===== config.mk =====
export PLATFORM = sky130hd
export DESIGN_NAME = dcache_hit
export DESIGN_NICKNAME = d
export VERILOG_FILES = /design/src/dcache_bus_pkg.sv /design/src/dcache_ctrl_pkg.sv /design/src/dcache_mem_fsm.sv /design/src/dcache_read_path.sv /design/src/dcache_write_buffer.sv /design/src/dcache_evict_buffer.sv /design/src/dcache_hit.sv
export SDC_FILE = /design/constraint.sdc
export NUM_CORES = 1
export LEC_CHECK = 0
export BUFFER_PORTS_ARGS = -buffer_cell sky130_fd_sc_hd__clkbuf_2
export CORE_AREA = 8 8 316 318
export CTS_CLUSTER_SIZE = 28
export DETAILED_ROUTE_END_ITERATION = 8
export DIE_AREA = 0 0 324 326
export PLACE_DENSITY_LB_ADDON = 0.12
export SLEW_MARGIN = 20
export SYNTH_ARGS = -nofsm -noshare
export SYNTH_HDL_FRONTEND = slang
export SYNTH_SLANG_ARGS = --single-unit

===== constraint.sdc =====
create_clock -name clk_i -period 6.4 [get_ports clk_i]
set_input_delay 0.96 -clock clk_i [delete_from_list [all_inputs] [get_ports clk_i]]
set_output_delay 0.96 -clock clk_i [all_outputs]
set_load 0.05 [all_outputs]

===== src/dcache_bus_pkg.sv =====
/*
  Bus interface definitions for the data cache hit stage
  Word, byte-lane and address widths plus the bus commands
*/
package dcache_bus_pkg;

  // Data word width, fixed by the RISC-V data path
  localparam int xlen = 32;

  // Byte lanes per word
  localparam int xbytes = xlen / 8;

  // Physical address width
  localparam int plen = 32;

  // Commands towards the bus interface
  typedef enum logic [1:0]
  {
    biu_nop      = 2'd0,
    biu_readway  = 2'd1,
    biu_writeway = 2'd2
  } biu_cmd_e;

endpackage


===== src/dcache_ctrl_pkg.sv =====
/*
  Control definitions for the data cache hit stage
  Memory-interface states and acknowledge sources
*/
package dcache_ctrl_pkg;

  // Memory-interface state machine
  typedef enum logic [2:0]
  {
    st_armed        = 3'd0,
    st_noncacheable = 3'd1,
    st_evict        = 3'd2,
    st_wait_fill    = 3'd3,
    st_recover      = 3'd4
  } mem_state_e;

  // Source the registered acknowledge follows
  typedef enum logic [1:0]
  {
    ack_none          = 2'd0,
    ack_hit           = 2'd1,
    ack_biu_cacheable = 2'd2,
    ack_noncacheable  = 2'd3
  } ack_src_e;

endpackage


===== src/dcache_mem_fsm.sv =====
/*
  Memory-interface state machine of the data cache hit stage
  Issues fill and write-back commands, drives stall and acknowledge
*/
`timescale 1ns/100ps

module dcache_mem_fsm #(
  parameter int  INFLIGHT_DEPTH = 2,
  localparam int INFLIGHT_BITS  = $clog2(INFLIGHT_DEPTH + 1)
)
(
  input  logic                       clk_i,
  input  logic                       rst_ni,

  input  logic                       req_i,
  input  logic                       flush_i,
  input  logic                       is_cacheable_i,
  input  logic                       cache_hit_i,
  input  logic                       way_dirty_i,

  input  logic                       biucmd_ack_i,
  input  logic                       biucmd_noncacheable_ack_i,
  input  logic [INFLIGHT_BITS-1:0]   inflight_cnt_i,
  input  logic                       biu_ack_i,
  input  logic                       biu_stb_ack_i,
  input  logic                       biu_err_i,
  input  logic                       adr_match_i,

  output dcache_ctrl_pkg::mem_state_e state_o,
  output dcache_bus_pkg::biu_cmd_e   biucmd_o,
  output logic                       biucmd_noncacheable_req_o,
  output logic                       armed_o,
  output logic                       filling_o,
  output logic                       stall_o,
  output logic                       ack_o,
  output logic                       err_o
);

  import dcache_bus_pkg::*;
  import dcache_ctrl_pkg::*;

  logic     cache_ack;
  logic     biu_cacheable_ack;
  ack_src_e ack_src;

  // Hit on a live request
  assign cache_ack = req_i & is_cacheable_i & cache_hit_i & ~flush_i;

  // Requested word returned by the fill, or a hit meanwhile
  assign biu_cacheable_ack = (req_i & biu_ack_i & adr_match_i & ~flush_i) | cache_ack;

  ////////////////////////////////////////
  // State machine
  ////////////////////////////////////////

  always_ff @(posedge clk_i or negedge rst_ni)
  begin
    if (!rst_ni)
    begin
      state_o   <= st_armed;
      armed_o   <= 1'b1;
      filling_o <= 1'b0;
      biucmd_o  <= biu_nop;
    end
    else
    begin
      case (state_o)
        st_armed:
        begin
          if (req_i && !is_cacheable_i && !flush_i)
          begin
            state_o <= st_noncacheable;
            armed_o <= 1'b0;
          end
          else if (req_i && is_cacheable_i && !cache_hit_i && !flush_i)
          begin
            // Fill first, a dirty victim goes out after the fill
            state_o   <= way_dirty_i ? st_evict : st_wait_fill;
            biucmd_o  <= biu_readway;
            armed_o   <= 1'b0;
            filling_o <= 1'b1;
          end
          else
          begin
            biucmd_o <= biu_nop;
          end
        end

        st_noncacheable:
        begin
          // Pipe flushed, last transfer done, or cacheable request after transfer
          if (flush_i ||
              (!req_i && inflight_cnt_i == INFLIGHT_BITS'(1) && biu_ack_i) ||
              (req_i && is_cacheable_i && biu_ack_i))
          begin
            state_o <= st_armed;
            armed_o <= 1'b1;
          end
        end

        st_evict,
        st_wait_fill:
        begin
          if (biucmd_ack_i || biu_err_i)
          begin
            state_o   <= st_recover;
            // Write back the captured victim
            biucmd_o  <= (state_o == st_evict) ? biu_writeway : biu_nop;
            filling_o <= 1'b0;
          end
        end

        st_recover:
        begin
          // Tag and data memories read again after the fill
          state_o  <= st_armed;
          biucmd_o <= biu_nop;
          armed_o  <= 1'b1;
        end

        default:
        begin
          state_o <= st_armed;
          armed_o <= 1'b1;
        end
      endcase
    end
  end

  // Non-cacheable request only while armed
  assign biucmd_noncacheable_req_o = (state_o == st_armed) & req_i & ~is_cacheable_i & ~flush_i;

  ////////////////////////////////////////
  // Stall and acknowledge
  ////////////////////////////////////////

  always_comb
  begin
    case (state_o)
      st_armed:
        stall_o = req_i & (is_cacheable_i ? ~cache_hit_i : ~biu_stb_ack_i);
      // Idle core waits for in-flight transfers to drain
      st_noncacheable:
        stall_o = ~req_i ? |inflight_cnt_i
                         : (is_cacheable_i ? ~biu_ack_i : ~biu_stb_ack_i);
      st_evict,
      st_wait_fill:
        stall_o = ~(biu_cacheable_ack | (req_i & cache_hit_i));
      st_recover:
        stall_o = ~(req_i & cache_hit_i);
      default:
        stall_o = 1'b0;
    endcase
  end

  // Acknowledge source per state
  always_comb
  begin
    case (state_o)
      st_armed,
      st_recover:      ack_src = ack_hit;
      st_noncacheable: ack_src = ack_noncacheable;
      st_evict,
      st_wait_fill:    ack_src = ack_biu_cacheable;
      default:         ack_src = ack_none;
    endcase
  end

  always_ff @(posedge clk_i or negedge rst_ni)
  begin
    if (!rst_ni)
    begin
      ack_o <= 1'b0;
    end
    else
    begin
      case (ack_src)
        ack_hit:           ack_o <= cache_ack;
        ack_biu_cacheable: ack_o <= biu_cacheable_ack;
        ack_noncacheable:  ack_o <= biucmd_noncacheable_ack_i;
        default:           ack_o <= 1'b0;
      endcase
    end
  end

  // Bus error one cycle later
  always_ff @(posedge clk_i or negedge rst_ni)
  begin
    if (!rst_ni)
    begin
      err_o <= 1'b0;
    end
    else
    begin
      err_o <= biu_err_i;
    end
  end

endmodule


===== src/dcache_read_path.sv =====
/*
  Read path of the data cache hit stage
  Address decode, word select and registered read data
*/
`timescale 1ns/100ps

module dcache_read_path #(
  parameter int  IDX_BITS      = 4,
  parameter int  BLK_WORDS     = 4,
  localparam int OFFS_BITS     = $clog2(BLK_WORDS),
  localparam int BYTE_BITS     = $clog2(dcache_bus_pkg::xbytes),
  localparam int BLK_OFFS_BITS = OFFS_BITS + BYTE_BITS,
  localparam int TAG_BITS      = dcache_bus_pkg::plen - IDX_BITS - BLK_OFFS_BITS,
  localparam int LINE_BITS     = BLK_WORDS * dcache_bus_pkg::xlen
)
(
  input  logic                              clk_i,
  input  logic [dcache_bus_pkg::plen-1:0]   adr_i,
  input  logic                              is_cacheable_i,
  input  logic                              cache_hit_i,
  input  logic [LINE_BITS-1:0]              cache_line_i,
  input  logic                              in_biubuffer_i,
  input  logic [LINE_BITS-1:0]              biubuffer_i,
  input  logic [dcache_bus_pkg::xlen-1:0]   biu_q_i,
  input  logic [dcache_bus_pkg::plen-1:0]   biu_adro_i,
  input  dcache_ctrl_pkg::mem_state_e       state_i,

  output logic [IDX_BITS-1:0]               idx_o,
  output logic [TAG_BITS-1:0]               core_tag_o,
  output logic [OFFS_BITS-1:0]              offs_o,
  output logic [dcache_bus_pkg::xlen-1:0]   q_o,
  output logic                              adr_match_o
);

  import dcache_bus_pkg::*;
  import dcache_ctrl_pkg::*;

  logic [LINE_BITS-1:0] line_src;
  logic [xlen-1:0]      cache_q;

  // Address split, tag above index above word offset
  assign idx_o      = adr_i[BLK_OFFS_BITS +: IDX_BITS];
  assign core_tag_o = adr_i[plen-1 -: TAG_BITS];
  assign offs_o     = adr_i[BYTE_BITS +: OFFS_BITS];

  // Bus return for the same word
  assign adr_match_o = (biu_adro_i[plen-1:BYTE_BITS] == adr_i[plen-1:BYTE_BITS]);

  // Line still in the bus buffer takes priority
  assign line_src = in_biubuffer_i ? biubuffer_i : cache_line_i;
  assign cache_q  = line_src[offs_o * xlen +: xlen];

  // During either fill wait the hit decides the source
  always_ff @(posedge clk_i)
  begin
    if (state_i == st_wait_fill || state_i == st_evict)
    begin
      q_o <= cache_hit_i ? cache_q : biu_q_i;
    end
    else
    begin
      q_o <= is_cacheable_i ? cache_q : biu_q_i;
    end
  end

endmodule


===== src/dcache_write_buffer.sv =====
/*
  Write buffer capture of the data cache hit stage
*/
`timescale 1ns/100ps

module dcache_write_buffer #(
  parameter int  WAYS      = 2,
  parameter int  IDX_BITS  = 4,
  parameter int  BLK_WORDS = 4,
  localparam int OFFS_BITS = $clog2(BLK_WORDS)
)
(
  input  logic                              clk_i,
  input  logic                              rst_ni,

  input  logic                              wreq_i,
  input  logic                              flush_i,
  input  logic                              is_cacheable_i,
  input  logic                              cache_hit_i,
  input  logic [IDX_BITS-1:0]               idx_i,
  input  logic [OFFS_BITS-1:0]              offs_i,
  input  logic [dcache_bus_pkg::xlen-1:0]   d_i,
  input  logic [dcache_bus_pkg::xbytes-1:0] be_i,
  input  logic [WAYS-1:0]                   ways_hit_i,
  input  logic                              writebuffer_ack_i,

  output logic                              writebuffer_we_o,
  output logic [IDX_BITS-1:0]               writebuffer_idx_o,
  output logic [OFFS_BITS-1:0]              writebuffer_offs_o,
  output logic [dcache_bus_pkg::xlen-1:0]   writebuffer_data_o,
  output logic [dcache_bus_pkg::xbytes-1:0] writebuffer_be_o,
  output logic [WAYS-1:0]                   writebuffer_ways_hit_o
);

  logic capture;

  // Cacheable write hit, not cancelled
  assign capture = wreq_i & is_cacheable_i & cache_hit_i & ~flush_i;

  // Request held until acknowledged
  always_ff @(posedge clk_i or negedge rst_ni)
  begin
    if (!rst_ni)
    begin
      writebuffer_we_o <= 1'b0;
    end
    else if (flush_i)
    begin
      writebuffer_we_o <= 1'b0;
    end
    else if (capture)
    begin
      writebuffer_we_o <= 1'b1;
    end
    else if (writebuffer_ack_i)
    begin
      writebuffer_we_o <= 1'b0;
    end
  end

  always_ff @(posedge clk_i)
  begin
    if (capture)
    begin
      writebuffer_idx_o      <= idx_i;
      writebuffer_offs_o     <= offs_i;
      writebuffer_data_o     <= d_i;
      writebuffer_be_o       <= be_i;
      writebuffer_ways_hit_o <= ways_hit_i;
    end
  end

endmodule


===== src/dcache_evict_buffer.sv =====
/*
  Evict buffer of the data cache hit stage
  Holds the victim address and line across a miss
*/
`timescale 1ns/100ps

module dcache_evict_buffer #(
  parameter int  IDX_BITS      = 4,
  parameter int  BLK_WORDS     = 4,
  localparam int BLK_OFFS_BITS = $clog2(BLK_WORDS) + $clog2(dcache_bus_pkg::xbytes),
  localparam int TAG_BITS      = dcache_bus_pkg::plen - IDX_BITS - BLK_OFFS_BITS,
  localparam int LINE_BITS     = BLK_WORDS * dcache_bus_pkg::xlen
)
(
  input  logic                            clk_i,
  input  dcache_ctrl_pkg::mem_state_e     state_i,
  input  logic [TAG_BITS-1:0]             evict_tag_i,
  input  logic [IDX_BITS-1:0]             idx_i,
  input  logic [LINE_BITS-1:0]            evict_line_i,

  output logic [dcache_bus_pkg::plen-1:0] evictbuffer_adr_o,
  output logic [LINE_BITS-1:0]            evictbuffer_line_o
);

  import dcache_ctrl_pkg::*;

  // Tracks the victim while armed, frozen once a miss starts
  always_ff @(posedge clk_i)
  begin
    if (state_i == st_armed)
    begin
      evictbuffer_adr_o  <= {evict_tag_i, idx_i, {BLK_OFFS_BITS{1'b0}}};
      evictbuffer_line_o <= evict_line_i;
    end
  end

endmodule


===== src/dcache_hit.sv =====
/*
  Data cache hit stage
  Serves hits, queues writes, starts fills and write-backs
*/
`timescale 1ns/100ps

module dcache_hit #(
  parameter int  WAYS           = 2,
  parameter int  IDX_BITS       = 4,
  parameter int  BLK_WORDS      = 4,
  parameter int  INFLIGHT_DEPTH = 2,
  localparam int OFFS_BITS      = $clog2(BLK_WORDS),
  localparam int TAG_BITS       = dcache_bus_pkg::plen - IDX_BITS - OFFS_BITS -
                                  $clog2(dcache_bus_pkg::xbytes),
  localparam int LINE_BITS      = BLK_WORDS * dcache_bus_pkg::xlen,
  localparam int INFLIGHT_BITS  = $clog2(INFLIGHT_DEPTH + 1)
)
(
  input  logic                              clk_i,
  input  logic                              rst_ni,

  // Core side
  input  logic                              req_i,
  input  logic                              wreq_i,
  input  logic [dcache_bus_pkg::plen-1:0]   adr_i,
  input  logic [dcache_bus_pkg::xlen-1:0]   d_i,
  input  logic [dcache_bus_pkg::xbytes-1:0] be_i,
  input  logic                              is_cacheable_i,
  input  logic                              flush_i,
  output logic                              stall_o,
  output logic                              ack_o,
  output logic [dcache_bus_pkg::xlen-1:0]   q_o,
  output logic                              err_o,
  output logic                              armed_o,
  output logic                              filling_o,

  // Cache memories
  input  logic                              cache_hit_i,
  input  logic [WAYS-1:0]                   ways_hit_i,
  input  logic [LINE_BITS-1:0]              cache_line_i,
  input  logic                              way_dirty_i,
  input  logic [TAG_BITS-1:0]               evict_tag_i,
  input  logic [LINE_BITS-1:0]              evict_line_i,
  output logic [IDX_BITS-1:0]               idx_o,
  output logic [TAG_BITS-1:0]               core_tag_o,

  // Write buffer
  output logic                              writebuffer_we_o,
  input  logic                              writebuffer_ack_i,
  output logic [IDX_BITS-1:0]               writebuffer_idx_o,
  output logic [OFFS_BITS-1:0]              writebuffer_offs_o,
  output logic [dcache_bus_pkg::xlen-1:0]   writebuffer_data_o,
  output logic [dcache_bus_pkg::xbytes-1:0] writebuffer_be_o,
  output logic [WAYS-1:0]                   writebuffer_ways_hit_o,

  // Evict buffer
  output logic [dcache_bus_pkg::plen-1:0]   evictbuffer_adr_o,
  output logic [LINE_BITS-1:0]              evictbuffer_line_o,

  // Bus interface
  output dcache_bus_pkg::biu_cmd_e          biucmd_o,
  input  logic                              biucmd_ack_i,
  output logic                              biucmd_noncacheable_req_o,
  input  logic                              biucmd_noncacheable_ack_i,
  input  logic [INFLIGHT_BITS-1:0]          inflight_cnt_i,
  input  logic [dcache_bus_pkg::xlen-1:0]   biu_q_i,
  input  logic                              biu_ack_i,
  input  logic                              biu_stb_ack_i,
  input  logic                              biu_err_i,
  input  logic [dcache_bus_pkg::plen-1:0]   biu_adro_i,
  input  logic                              in_biubuffer_i,
  input  logic [LINE_BITS-1:0]              biubuffer_i
);

  import dcache_ctrl_pkg::*;

  mem_state_e           state;
  logic [OFFS_BITS-1:0] offs;
  logic                 adr_match;

  ////////////////////////////////////////
  // Control
  ////////////////////////////////////////

  dcache_mem_fsm #(
    .INFLIGHT_DEPTH (INFLIGHT_DEPTH)
  ) u_mem_fsm (
    .clk_i                     (clk_i),
    .rst_ni                    (rst_ni),
    .req_i                     (req_i),
    .flush_i                   (flush_i),
    .is_cacheable_i            (is_cacheable_i),
    .cache_hit_i               (cache_hit_i),
    .way_dirty_i               (way_dirty_i),
    .biucmd_ack_i              (biucmd_ack_i),
    .biucmd_noncacheable_ack_i (biucmd_noncacheable_ack_i),
    .inflight_cnt_i            (inflight_cnt_i),
    .biu_ack_i                 (biu_ack_i),
    .biu_stb_ack_i             (biu_stb_ack_i),
    .biu_err_i                 (biu_err_i),
    .adr_match_i               (adr_match),
    .state_o                   (state),
    .biucmd_o                  (biucmd_o),
    .biucmd_noncacheable_req_o (biucmd_noncacheable_req_o),
    .armed_o                   (armed_o),
    .filling_o                 (filling_o),
    .stall_o                   (stall_o),
    .ack_o                     (ack_o),
    .err_o                     (err_o)
  );

  ////////////////////////////////////////
  // Data paths
  ////////////////////////////////////////

  dcache_read_path #(
    .IDX_BITS  (IDX_BITS),
    .BLK_WORDS (BLK_WORDS)
  ) u_read_path (
    .clk_i          (clk_i),
    .adr_i          (adr_i),
    .is_cacheable_i (is_cacheable_i),
    .cache_hit_i    (cache_hit_i),
    .cache_line_i   (cache_line_i),
    .in_biubuffer_i (in_biubuffer_i),
    .biubuffer_i    (biubuffer_i),
    .biu_q_i        (biu_q_i),
    .biu_adro_i     (biu_adro_i),
    .state_i        (state),
    .idx_o          (idx_o),
    .core_tag_o     (core_tag_o),
    .offs_o         (offs),
    .q_o            (q_o),
    .adr_match_o    (adr_match)
  );

  // Write hits queued towards the data memory
  dcache_write_buffer #(
    .WAYS      (WAYS),
    .IDX_BITS  (IDX_BITS),
    .BLK_WORDS (BLK_WORDS)
  ) u_write_buffer (
    .clk_i                  (clk_i),
    .rst_ni                 (rst_ni),
    .wreq_i                 (wreq_i),
    .flush_i                (flush_i),
    .is_cacheable_i         (is_cacheable_i),
    .cache_hit_i            (cache_hit_i),
    .idx_i                  (idx_o),
    .offs_i                 (offs),
    .d_i                    (d_i),
    .be_i                   (be_i),
    .ways_hit_i             (ways_hit_i),
    .writebuffer_ack_i      (writebuffer_ack_i),
    .writebuffer_we_o       (writebuffer_we_o),
    .writebuffer_idx_o      (writebuffer_idx_o),
    .writebuffer_offs_o     (writebuffer_offs_o),
    .writebuffer_data_o     (writebuffer_data_o),
    .writebuffer_be_o       (writebuffer_be_o),
    .writebuffer_ways_hit_o (writebuffer_ways_hit_o)
  );

  dcache_evict_buffer #(
    .IDX_BITS  (IDX_BITS),
    .BLK_WORDS (BLK_WORDS)
  ) u_evict_buffer (
    .clk_i              (clk_i),
    .state_i            (state),
    .evict_tag_i        (evict_tag_i),
    .idx_i              (idx_o),
    .evict_line_i       (evict_line_i),
    .evictbuffer_adr_o  (evictbuffer_adr_o),
    .evictbuffer_line_o (evictbuffer_line_o)
  );

endmodule


==> results.toml <==
[drt]
drtIter0Drc = 334
route.detailed.drc = 0
wl_um = 57100
first_pass_iters = 5
via_count = 8459
ant_nets = 0
vias_per_cell = 3.17
drt-wirelength-per-cell_um = 21.4

[timing]
finalHoldViolCount = 0
slew_violations = 0
period_needed_ps = 3570
max_freq_ghz = 0.280
rsz0062_at_grt = "no"
fin_hold_ws_ps = 299
finalSetupTns_ps = 0
finClkSkew_ps = 12.8
setup_viol = 0
tightest_slew_ps = 729
max_slew_margin = 0.514
post-route-period-util = 0.558

[clocking]
postCtsHoldBufs = 0
cts_setup_buffers = 0
cts.sink_count = 242
cts-root-buf = "clkbuf_16"
cts_tree = "yes"
clock_path_buffers = 3
cts-buffers-inserted = 34
clk_latency_ps = 540
h-tree-depth = 2
cts.repair.resized = 0
clk_pin_slew_ps = 60

[floorplanning]
dieWidth_um = 324
io_pins = 832
rows = 113
core_area_um2 = 94400
start_util = 0.106
dieArea_um2 = 106000
chipHeight_um = 326

[logic_synthesis]
synth_edf_count = 200
synth-seq-cells = 242
yosysTopAreaCell = "edfxtp_1"
ys_warn_count = 0
synth_area_um2 = 10000
avgSynthCellArea_um2 = 17.8
synth-async-reset-ratio = 0.0413
netlist_instances = 562
synth_top_area_share = 0.600
synthTopCellsByArea = "edfxtp_1, mux4_2, dfxtp_1, mux2i_1, buf_4"
synth-main-ff-cell = "edfxtp_1"
synth_cell_types = 39
yosysSeqAreaShare = 0.690

[critical_path]
rr_worst_depth = 3
rrSetupSlack_ps = 3640
reg2reg_from = "u_mem_fsm.state_o[2]$_DFFE_PN0P_"
critPathRequiredTime_ps = 5440
startpoint = "adr_i[2]"
crit_path_start_kind = "input pin"
worstSetupPathType = "in -> out"
cp.arrival_ps = 2610
crit_fanout = 25
critPathCaptureType = "output pin"

[global_routing]
grt_pass1_vias = 9654
antenna_found_initial = 26
grt_start_max_net_pins = 58
grt_pass1_wl_um = 76600
grt-ovfl-total = 0
grt_usage = 0.102

[power]
power_uw = 6450
p_leak_uw = 0.00728
ir_worst_vdd_uv = 174
p_per_area_nw_per_um2 = 390

[cells_and_area]
postLayoutCoreUtil = 0.175
drive_gt1_frac = 0.683
layout_commonest_cell = "clkbuf_2"
final_cell_mix = "clkbuf_2, edfxtp_1, mux4_2"
num-nets-final = 1931
area_delta_synth_final_pct = 65.4

[placement]
place.port_buffers = 823
hpwl_um = 49100
gp_congestion = 0.808

[hold_path]
worst_hold_path_type = "in -> async"

[status]
status = "finished clean"

[job]
cap_violations = 0
-- per-stage QoR --
step	area (um2)	instances	worst slack [ps]
6_report	16500	2667	2830
5_1_grt	16500	2663	2640
4_1_cts	16500	2661	2750
3_5_place_dp	15400	2601	2750
3_3_place_gp	15400	2601	2750
2_1_floorplan	10000	565	1860
-- cells by family after synthesis --
family                 share of synthesized area
AO/OA/AOI/OAI                             0.0315
XOR/XNOR                                  0.0263
buffers and inverters                     0.0392
flip-flops                                 0.690
multiplexers                               0.179
other                                   0.000375
AND/OR/NAND/NOR                           0.0337
-- cells in the mapped netlist (all sizes together) (2+ instances only) --
cell type / count
a21oi: 7
buf: 46
clkbuf: 15
dfrtp: 9
dfxtp: 32
edfxtp: 200
inv: 5
mux2: 2
mux2i: 33
mux4: 64
nand2: 35
nand2b: 3
nand3: 4
nand4: 6
nor2: 5
nor2b: 4
nor3: 4
nor4: 4
o21ai: 37
or3: 2
xnor2: 20
xor2: 10
-- power by group --
group	switching [uW]	leakage (uW)	internal, uW
Clock	760	0.000523	1100
Combinational	1830	0.00441	471
Sequential	106	0.00235	2180
-- sequential cells by signal, indices dropped and copies added (netlist names) --
register and cells:
u_evict_buffer.evictbuffer_adr_o 28, u_evict_buffer.evictbuffer_line_o 128, u_mem_fsm.ack_o 1, u_mem_fsm.armed_o 1, u_mem_fsm.biucmd_o 2, u_mem_fsm.err_o 1
u_mem_fsm.filling_o 1, u_mem_fsm.state_o 3, u_read_path.q_o 32, u_write_buffer.writebuffer_be_o 4, u_write_buffer.writebuffer_data_o 32, u_write_buffer.writebuffer_idx_o 4
u_write_buffer.writebuffer_offs_o 2, u_write_buffer.writebuffer_ways_hit_o 2, u_write_buffer.writebuffer_we_o 1
-- critical path, stage by stage --
cell	delay [ps]
buf_2	70
buf_4	340
xnor2_1	170
nand4_1	140
nor4_1	190
nand4_1	210
a21bo_2	250
clkbuf_2	240
-- final cells by class --
type,count,area (um2)
Tap cell,1265,1580
Inverter,5,23.8
Multi-Input combinational cell,257,2740
Clock inverter,19,173
Fill cell,10600,77900
Clock buffer,41,908
Antenna cell,6,15.0
Timing Repair Buffer,832,4200
Sequential cell,242,6900
-- path summary, 6_finish.rpt --
check	to
max in group asynchronous	u_mem_fsm.armed_o$_DFFE_PN1P_
worst max register to register	u_evict_buffer.evictbuffer_line_o[99]$_DFFE_PN_
worst min-delay path	u_mem_fsm.biucmd_o[0]$_DFFE_PN0P_
worst min register to register	u_write_buffer.writebuffer_we_o$_DFFE_PN0P_
min in group clk_i	u_write_buffer.writebuffer_we_o$_DFFE_PN0P_
worst max-delay path	stall_o
-- layer usage --
metal  wire (um)  track usage
met3        7400       0.0552
met5         167            0
met4        1470       0.0285
met1       18800       0.0969
met2       29300        0.187
Note: power is estimated with default switching activity, not from simulation.
